## src/logic/spi_pkg.sv

```systemverilog
package spi_pkg;

    ////////////////////////////////////////////////////////////
    // transfer engine states
    ////////////////////////////////////////////////////////////
    typedef enum logic [1:0] {
        st_idle   = 2'b00,  // ss_n high, waiting for start
        st_shift  = 2'b01,  // sclk running, bits moving
        st_finish = 2'b10   // one cycle, done pulse
    } spi_state_e;

    ////////////////////////////////////////////////////////////
    // apb register map, byte offsets
    ////////////////////////////////////////////////////////////
    typedef enum logic [3:0] {
        reg_ctrl   = 4'h0,  // cdiv, msb_first
        reg_txdata = 4'h4,  // write starts a transfer
        reg_rxdata = 4'h8,  // last received byte
        reg_status = 4'hc   // busy, sticky done
    } apb_reg_e;

    // divider select, sclk = sck / (4 << cdiv)
    typedef logic [1:0] cdiv_t;

    // half of one sclk period, in sck cycles
    function automatic logic [4:0] half_period(input cdiv_t cdiv);
        logic [4:0] hp;
        case (cdiv)
            2'd0:    hp = 5'd2;
            2'd1:    hp = 5'd4;
            2'd2:    hp = 5'd8;
            default: hp = 5'd16;
        endcase
        return hp;
    endfunction

endpackage

```

## src/logic/spi_ctrl_if.sv

```systemverilog
`timescale 1ns/1ns

// command and status path, register block <-> shift engine
interface spi_ctrl_if #(
    parameter int data_width = 8
);
    import spi_pkg::*;

    ////////////////////////////////////////////////////////////
    // regs -> engine
    ////////////////////////////////////////////////////////////
    logic                  start;      // one cycle, only while !busy
    logic [data_width-1:0] tx_data;    // byte to send
    logic                  msb_first;  // bit order
    cdiv_t                 cdiv;       // sclk divider select

    ////////////////////////////////////////////////////////////
    // engine -> regs
    ////////////////////////////////////////////////////////////
    logic                  busy;       // high from ss_n fall to ss_n rise
    logic                  done;       // one cycle pulse
    logic [data_width-1:0] rx_data;    // valid with done

    modport regs (
        output start, tx_data, msb_first, cdiv,
        input  busy, done, rx_data
    );

    modport engine (
        input  start, tx_data, msb_first, cdiv,
        output busy, done, rx_data
    );

endinterface

```

## src/logic/spi_apb_regs.sv

```systemverilog
`timescale 1ns/1ns

module spi_apb_regs #(
    parameter int data_width = 8,
    parameter int addr_width = 4
) (
    input  logic                  sck,
    input  logic                  clr,
    // apb slave side
    input  logic                  psel,
    input  logic                  penable,
    input  logic                  pwrite,
    input  logic [addr_width-1:0] paddr,
    input  logic [31:0]           pwdata,
    output logic [31:0]           prdata,
    output logic                  pready,
    output logic                  pslverr,
    // towards the shift engine
    spi_ctrl_if.regs              ctl
);
    import spi_pkg::*;

    apb_reg_e              reg_sel;     // decoded word offset
    logic                  wr_access;   // access phase of a write
    logic                  wr_ctrl;
    logic                  wr_tx;
    logic                  wr_status;
    logic                  wr_tx_ok;    // tx write that may start a transfer

    cdiv_t                 cdiv_q;      // CTRL[1:0]
    logic                  msb_q;       // CTRL[2]
    logic [data_width-1:0] txdata_q;
    logic [data_width-1:0] rxdata_q;
    logic                  done_flag;   // sticky, STATUS[1]
    logic                  start_q;

    ////////////////////////////////////////////////////////////
    // address decode
    ////////////////////////////////////////////////////////////
    assign reg_sel   = apb_reg_e'(paddr[3:0]);  // upper bits ignored
    assign wr_access = psel && penable && pwrite;

    always_comb begin
        wr_ctrl   = 1'b0;
        wr_tx     = 1'b0;
        wr_status = 1'b0;
        case (reg_sel)
            reg_ctrl:   wr_ctrl   = wr_access;
            reg_txdata: wr_tx     = wr_access;
            reg_status: wr_status = wr_access;
            default:    ;  // rxdata and holes are read only
        endcase
    end

    // a pending start also blocks, it has not raised busy yet
    assign wr_tx_ok = wr_tx && !ctl.busy && !ctl.start;

    assign pready  = 1'b1;                 // no wait states
    assign pslverr = wr_tx && ctl.busy;    // refused tx write

    ////////////////////////////////////////////////////////////
    // register state
    ////////////////////////////////////////////////////////////
    always_ff @(posedge sck or posedge clr) begin
        if (clr) begin
            cdiv_q    <= '0;
            msb_q     <= 1'b0;
            txdata_q  <= '0;
            rxdata_q  <= '0;
            done_flag <= 1'b0;
            start_q   <= 1'b0;
        end else begin
            start_q <= wr_tx_ok;  // start one cycle after the access
            if (wr_ctrl) begin
                cdiv_q <= cdiv_t'(pwdata[1:0]);
                msb_q  <= pwdata[2];
            end
            if (wr_tx_ok) begin
                txdata_q <= pwdata[data_width-1:0];
            end
            if (ctl.done) begin
                rxdata_q  <= ctl.rx_data;  // capture with the pulse
                done_flag <= 1'b1;         // set beats clear
            end else if (wr_status && pwdata[1]) begin
                done_flag <= 1'b0;         // write 1 to clear
            end
        end
    end

    assign ctl.start     = start_q;
    assign ctl.tx_data   = txdata_q;
    assign ctl.msb_first = msb_q;
    assign ctl.cdiv      = cdiv_q;

    ////////////////////////////////////////////////////////////
    // read mux
    ////////////////////////////////////////////////////////////
    always_comb begin
        prdata = '0;
        case (reg_sel)
            reg_ctrl:   prdata[2:0] = {msb_q, cdiv_q};
            reg_txdata: prdata[data_width-1:0] = txdata_q;
            reg_rxdata: prdata[data_width-1:0] = rxdata_q;
            reg_status: prdata[1:0] = {done_flag, ctl.busy};
            default:    prdata = '0;
        endcase
    end

    // engine must never see a start mid transfer
    a_no_start_busy: assert property (
        @(posedge sck) disable iff (clr) ctl.start |-> !ctl.busy
    ) else $error("start issued while engine busy");

endmodule

```

## src/logic/spi_clk_gen.sv

```systemverilog
`timescale 1ns/1ns

module spi_clk_gen (
    input  logic           sck,
    input  logic           clr,
    input  logic           enable,     // high while the engine shifts
    input  spi_pkg::cdiv_t cdiv,       // latched divider select
    output logic           sclk,       // idles high, mode 3
    output logic           sclk_rise,  // sclk goes high at this edge
    output logic           sclk_fall   // sclk goes low at this edge
);
    import spi_pkg::*;

    logic [4:0] cnt;      // sck cycles into the current half period
    logic [4:0] last;     // terminal count
    logic       toggle;

    ////////////////////////////////////////////////////////////
    // half period counter
    ////////////////////////////////////////////////////////////
    assign last   = half_period(cdiv) - 5'd1;
    assign toggle = enable && (cnt == last);

    // strobes lead the registered sclk by the edge that flips it
    assign sclk_fall = toggle && sclk;
    assign sclk_rise = toggle && !sclk;

    always_ff @(posedge sck or posedge clr) begin
        if (clr) begin
            cnt  <= '0;
            sclk <= 1'b1;
        end else if (!enable) begin
            cnt  <= '0;     // restart fresh each transfer
            sclk <= 1'b1;   // park high
        end else if (toggle) begin
            cnt  <= '0;
            sclk <= ~sclk;  // first toggle is a fall
        end else begin
            cnt  <= cnt + 5'd1;
        end
    end

    // idle level when the engine is not shifting
    a_sclk_idle_high: assert property (
        @(posedge sck) disable iff (clr) !enable |-> sclk
    ) else $error("sclk low while divider disabled");

endmodule

```

## src/logic/spi_shifter.sv

```systemverilog
`timescale 1ns/1ns

module spi_shifter #(
    parameter int data_width = 8
) (
    input  logic        sck,
    input  logic        clr,
    spi_ctrl_if.engine  ctl,
    // spi pins, mode 3
    output logic        sclk,
    output logic        ss_n,
    output logic        mosi,
    input  logic        miso
);
    import spi_pkg::*;

    localparam int cnt_w = $clog2(data_width) + 1;

    spi_state_e            state;
    spi_state_e            state_nxt;
    cdiv_t                 cdiv_q;     // held for the whole transfer
    logic                  msb_q;
    logic [cnt_w-1:0]      bit_cnt;    // rising edges seen
    logic [data_width-1:0] tx_sr;
    logic [data_width-1:0] rx_sr;
    logic                  load;       // start accepted this cycle
    logic                  shift_out;  // fall that moves mosi
    logic                  last_rise;  // final sampling edge
    logic                  shift_en;
    logic                  sclk_rise;
    logic                  sclk_fall;

    ////////////////////////////////////////////////////////////
    // transfer FSM
    ////////////////////////////////////////////////////////////
    assign load      = (state == st_idle) && ctl.start;
    assign last_rise = sclk_rise && (bit_cnt == cnt_w'(data_width - 1));
    // first fall only ends the lead half, bit already on mosi
    assign shift_out = sclk_fall && (bit_cnt != '0);
    assign shift_en  = (state == st_shift);

    always_comb begin
        state_nxt = state;
        case (state)
            st_idle:   if (ctl.start) state_nxt = st_shift;
            st_shift:  if (last_rise) state_nxt = st_finish;
            st_finish: state_nxt = st_idle;   // done goes out here
            default:   state_nxt = st_idle;
        endcase
    end

    assign ctl.busy    = (state != st_idle);
    assign ctl.done    = (state == st_finish);
    assign ctl.rx_data = rx_sr;   // complete in the finish cycle

    ////////////////////////////////////////////////////////////
    // control registers
    ////////////////////////////////////////////////////////////
    always_ff @(posedge sck or posedge clr) begin
        if (clr) begin
            state   <= st_idle;
            cdiv_q  <= '0;
            msb_q   <= 1'b0;
            bit_cnt <= '0;
            ss_n    <= 1'b1;
            mosi    <= 1'b1;
        end else begin
            state <= state_nxt;
            if (load) begin
                cdiv_q  <= ctl.cdiv;        // later CTRL writes wait
                msb_q   <= ctl.msb_first;
                bit_cnt <= '0;
                ss_n    <= 1'b0;
                mosi    <= ctl.msb_first ? ctl.tx_data[data_width-1] : ctl.tx_data[0];
            end else if (state == st_finish) begin
                ss_n <= 1'b1;               // deselect, back to idle
                mosi <= 1'b1;
            end else begin
                if (sclk_rise) begin
                    bit_cnt <= bit_cnt + 1'b1;
                end
                if (shift_out) begin
                    mosi <= msb_q ? tx_sr[data_width-2] : tx_sr[1];  // next bit
                end
            end
        end
    end

    ////////////////////////////////////////////////////////////
    // shift registers, payload only
    ////////////////////////////////////////////////////////////
    always_ff @(posedge sck) begin
        if (load) begin
            tx_sr <= ctl.tx_data;
        end else if (shift_out) begin
            tx_sr <= msb_q ? {tx_sr[data_width-2:0], 1'b1}   // msb leaves first
                           : {1'b1, tx_sr[data_width-1:1]};  // lsb leaves first
        end
        if (sclk_rise) begin
            rx_sr <= msb_q ? {rx_sr[data_width-2:0], miso}
                           : {miso, rx_sr[data_width-1:1]};
        end
    end

    // sclk divider, runs only in st_shift
    spi_clk_gen i_clk_gen (
        .sck       (sck),
        .clr       (clr),
        .enable    (shift_en),
        .cdiv      (cdiv_q),
        .sclk      (sclk),
        .sclk_rise (sclk_rise),
        .sclk_fall (sclk_fall)
    );

    // slave sees clock activity only while selected
    a_sclk_low_selected: assert property (
        @(posedge sck) disable iff (clr) !sclk |-> !ss_n
    ) else $error("sclk low with ss_n high");

endmodule

```

## src/logic/spi_master_top.sv

```systemverilog
`timescale 1ns/1ns

module spi_master_top #(
    parameter int data_width = 8,
    parameter int addr_width = 4
) (
    input  logic                  sck,
    input  logic                  clr,
    // apb
    input  logic                  psel,
    input  logic                  penable,
    input  logic                  pwrite,
    input  logic [addr_width-1:0] paddr,
    input  logic [31:0]           pwdata,
    output logic [31:0]           prdata,
    output logic                  pready,
    output logic                  pslverr,
    // spi
    output logic                  sclk,
    output logic                  ss_n,
    output logic                  mosi,
    input  logic                  miso
);

    ////////////////////////////////////////////////////////////
    // regs <-> engine link
    ////////////////////////////////////////////////////////////
    spi_ctrl_if #(.data_width(data_width)) i_ctl ();

    // apb front end
    spi_apb_regs #(
        .data_width (data_width),
        .addr_width (addr_width)
    ) i_regs (
        .sck     (sck),
        .clr     (clr),
        .psel    (psel),
        .penable (penable),
        .pwrite  (pwrite),
        .paddr   (paddr),
        .pwdata  (pwdata),
        .prdata  (prdata),
        .pready  (pready),
        .pslverr (pslverr),
        .ctl     (i_ctl.regs)
    );

    // fsm, shift regs, sclk divider
    spi_shifter #(.data_width(data_width)) i_shifter (
        .sck  (sck),
        .clr  (clr),
        .ctl  (i_ctl.engine),
        .sclk (sclk),
        .ss_n (ss_n),
        .mosi (mosi),
        .miso (miso)
    );

endmodule

```

## config.mk

```make
export PLATFORM = sky130hd
export DESIGN_NAME = spi_master_top
export DESIGN_NICKNAME = d
export VERILOG_FILES = /design/src/logic/spi_pkg.sv /design/src/logic/spi_ctrl_if.sv /design/src/logic/spi_apb_regs.sv /design/src/logic/spi_clk_gen.sv /design/src/logic/spi_shifter.sv /design/src/logic/spi_master_top.sv
export SDC_FILE = /design/constraint.sdc
export NUM_CORES = 1
export LEC_CHECK = 0
export ABC_AREA = 1
export BUFFER_PORTS_ARGS = -buffer_cell sky130_fd_sc_hd__buf_2
export CORE_ASPECT_RATIO = 0.6
export CORE_MARGIN = 4
export CORE_UTILIZATION = 56
export CTS_CLUSTER_SIZE = 20
export DETAILED_ROUTE_END_ITERATION = 7
export GPL_ROUTABILITY_DRIVEN = 0
export GPL_TIMING_DRIVEN = 0
export PLACE_DENSITY = 0.85
export SETUP_SLACK_MARGIN = 0.3
export SYNTH_ARGS = -nofsm -noshare
export SYNTH_HDL_FRONTEND = slang
export SYNTH_SLANG_ARGS = --single-unit
```

## constraint.sdc

```tcl
create_clock -name sck -period 2.2 [get_ports sck]
set_input_delay 0.33 -clock sck [delete_from_list [all_inputs] [get_ports sck]]
set_output_delay 0.33 -clock sck [all_outputs]
set_load 0.005 [all_outputs]
```

==> summary by stage <==
Cells and area
The filler cells instantiated in the layout total 380. In the final layout, the share of cells above drive strength 1 is between 20% and 30%. The count of nets after finishing is between 400 and 500. The antenna diode count is 0.

From synthesis to final layout, the design area changed by 14.7%.

Clock tree
Counting the buffers created by CTS gives 5. After clock tree synthesis, the clock-pin slew on the worst setup and hold paths is roughly 0.10 ns. Once the clock tree was built, the resizer swapped 0 gates to a different size.

The H-tree depth is 2. TritonCTS built the clock tree. The clock net in this run drives a total of 54 sinks. The worst-case clock buffer depth is 2.

The number of buffers added for setup after CTS is 0. Clock tree synthesis selected as its root buffer the cell clkbuf_8. The clock latency on the worst-skew pair is between 0.3 and 0.4 ns. The number of buffers added to fix hold violations after cts is 0.

Drt
The via density per instance is 5.02. For this run, design rule violations remaining after detail routing come to 0. The count of nets left with antenna violations once routing finished came out at 0. Summing over every cut layer, the via total after detailed routing is about 2300.

Dividing the detail-routed wire length by the instance count gives ~14 um. In this run, the number of DRC markers left after iteration 0 of detailed routing was 170. The first-pass detailed-route iteration total is 4. The final layout contains routed wiring with a total length of 6.23 mm.

Synthesis
After synthesis, the largest area contributor takes up 30.4% of total cell area. Yosys attributes the largest share of cell area to dfrtp_1 (30%), edfxtp_1 (17%), nand2_1 (11%). The post-synth design cell area is ~2900 um2. The average cell area after synthesis is roughly 8.6 um2.

After technology mapping, the gate count stands at between 300 and 400. For this run, the number of Yosys warnings is 0. The number of distinct standard cells referenced by the synthesized netlist is 38. The top cell type by total area after synthesis is dfrtp_1. Sequential cells were found to cover ~50% of the synthesized design area. Synthesis inferred 54 register bits.

Timing
The total count of max-transition violations in the final report came to 0. The maximum achievable frequency is approximately 0.60 GHz. Setup violations remaining at the end of the flow were counted as 0. Setup repair after global routing left no endpoint under its margin. The final-report hold violation count is 0. The sum of negative setup slack is 0 ns. The slew at the pin with the worst max-slew slack is slightly above 0.8 ns. Once routing completed, OpenROAD measured the worst setup slack at about 0.54 ns. The worst-case clock skew is 0.00896 ns.

Measured against its own limit, the worst slew margin works out to between 40% and 50%. Dividing the final minimum period by the clock period gives between 70% and 80%. The hold slack is 0.166 ns. The minimum clock period after layout is 1.66 ns.

Floorplanning
The effective utilization at floorplan is 60.5%. The area enclosed by the die boundary is about 6400 um2. The row count is 19. Pin placement for this block handled 79 I/O pins. The width of the die is just over 100 um. The height of the die is about 64 um.

The core region is roughly 4800 um2.

Global route
The number of antenna violations at the first check in global routing is 0. The global-route total usage across every layer is 20.9%. The global-route wire length before repair is around 10 mm.

The number of global-route vias before repair is around 2200. Entering global routing, the biggest net connects 39 pins. The remaining global-route overflow is 0.

Critical path
The arrival time at the worst endpoint is approximately 1.7 ns. Along the worst path, the maximum fanout reaches 8. The endpoint identified for the worst register-to-register timing path is i_shifter.tx_sr[3].

STA classifies the critical path endpoint as a flop. The data required time of the worst path is between 2 and 2.5 ns. For flop-to-flop paths, the worst setup slack is about 0.54 ns. The startpoint type of the worst setup path is a flop. The number of cell instances on the worst register-to-register path is 6. Tracing the worst setup path back leads to its startpoint at i_shifter.bit_cnt[0].

The worst setup path endpoint is i_shifter.tx_sr[3]. The worst register-to-register path begins at i_shifter.bit_cnt[0]. The critical path is of the reg2reg type.

Hold path
The class of the tightest hold or removal check is in2async.

Power and ir drop
The overall power is roughly 2.8 mW. IR analysis of the VDD net gives a maximum drop of between 500 and 600 uV. For this design the static power due to leakage is ~1.7 nW. For this design the ratio of total power to cell area is 862 nW/um2.

Outcome
The flow ran to the end, and the final reports show no timing, DRC or antenna violations.

Place
The pre-CTS setup slack is about 0.53 ns. The count of input and output buffers is 29. The half-perimeter wire length after detailed placement is 4.80 mm.

Run
The max-capacitance violation count is 0.
placed cells by master, fill, tap and decap left out, drive strengths merged:
cell type,instances
nand2,85
buf,59
inv,49
o21ai,44
dfrtp,35
conb,25
nor2,25
edfxtp,16
nand3,12
clkbuf,8
a21oi,5
xor2,4
o211ai,4
ha,3
dfstp,3
nand4,3
o2111ai,2
nor3,2
clkinvlp,2
nor3b,1
clkinv,1
nand3b,1
nor4,1
xnor2,1
o22ai,1
o221ai,1
a31oi,1
bufinv,1
critical path: stages (launching register included):
cell,delay [ns]
dfrtp_1,0.44
inv_1,0.07
ha_1,0.15
nor3b_1,0.33
nor2_4,0.04
nand3_2,0.10
nand2_1,0.22
how the worst min path moves through the flow:
| stage | start | to | slack (ns) | depth (start not counted) |
|---|---|---|---|---|
| 6_report | clr | i_regs.done_flag | 0.17 | 2 |
| 4_1_cts | clr | i_regs.rxdata_q[0] | 0.19 | 2 |
| 5_1_grt | pwdata[3] | i_regs.ctl.tx_data[3] | 0.23 | 3 |
| 3_3_place_gp | i_shifter.i_clk_gen.cnt[0] | i_shifter.i_clk_gen.cnt[0] | 0.45 | 1 |
| 3_5_place_dp | i_shifter.i_clk_gen.cnt[0] | i_shifter.i_clk_gen.cnt[0] | 0.46 | 1 |
| 2_1_floorplan | i_shifter.i_clk_gen.cnt[0] | i_shifter.i_clk_gen.cnt[0] | 0.43 | 1 |
layout make-up:
cell class                      count  area, um2  share of cell area (%)
Clock buffer                        5       68.8                    2.08
Sequential cell                    54       1440                    43.5
Timing Repair Buffer               29        145                    4.40
Buffer                             33        233                    7.05
Multi-Input combinational cell    221       1110                    33.5
Tap cell                           63       78.8                    2.39
Inverter                           50        189                    5.72
Clock inverter                      3       45.0                    1.36
through the flow:
stage | utilization [%] | cell area (um2) | std cells
floorplan | - | 2960 | 358
finish | 69.4 | 3300 | 458
global placement | 67.1 | 3190 | 450
detailed placement | 67.1 | 3190 | 450
global route | 69.4 | 3300 | 458
CTS | 69.4 | 3300 | 458
per-layer routing:
layer | part of all wire (%) | track usage [%] | vias to the layer above
li1 | - | - | 1135
met2 | 41 | 29.5 | 102
met1 | 47 | 31.6 | 1050
met3 | 10 | 4.85 | 14
met4 | 2.0 | 6.55 | 0
met5 | 0 | 0 | -
cells by family after synthesis:
| family | share of synthesized area [%] |
|---|---|
| AND/OR/NAND/NOR | 21.0 |
| buffers and inverters | 14.7 |
| AO/OA/AOI/OAI | 11.4 |
| flip-flops | 49.9 |
| XOR/XNOR | 1.52 |
| adder cells (fa/ha/maj) | 1.30 |
| other | 0.261 |
sequential cells by signal, summed over array words and instances (netlist names), 2 cells and up:
register and count:
i_regs.ctl.tx_data 8, i_shifter.i_clk_gen.cnt 5, i_shifter.state 2, i_regs.rxdata_q 8, i_shifter.tx_sr 8, i_shifter.ctl.rx_data 8, i_shifter.bit_cnt 4, i_shifter.cdiv_q 2
i_regs.ctl.cdiv 2
power breakdown:
part	internal (mW)	switching, mW	leakage, nW	total [mW]
clock	0.339	0.337	0.0504	0.675
sequential	1.25	0.127	0.599	1.38
combinational	0.310	0.484	1.04	0.794
cell usage after synthesis (all sizes together):
master / n
clkinv: 1
xor2: 4
nand3: 12
ha: 3
dfstp: 3
nor4: 1
a31oi: 1
nand2: 85
buf: 30
nor3: 2
xnor2: 1
edfxtp: 16
o2111ai: 2
o22ai: 1
o221ai: 1
inv: 49
a21oi: 5
o21ai: 44
nand4: 3
nor2: 25
o211ai: 4
clkbuf: 3
nand3b: 1
dfrtp: 35
nor3b: 1
conb: 2
Note: power is estimated with default switching activity, not from simulation.
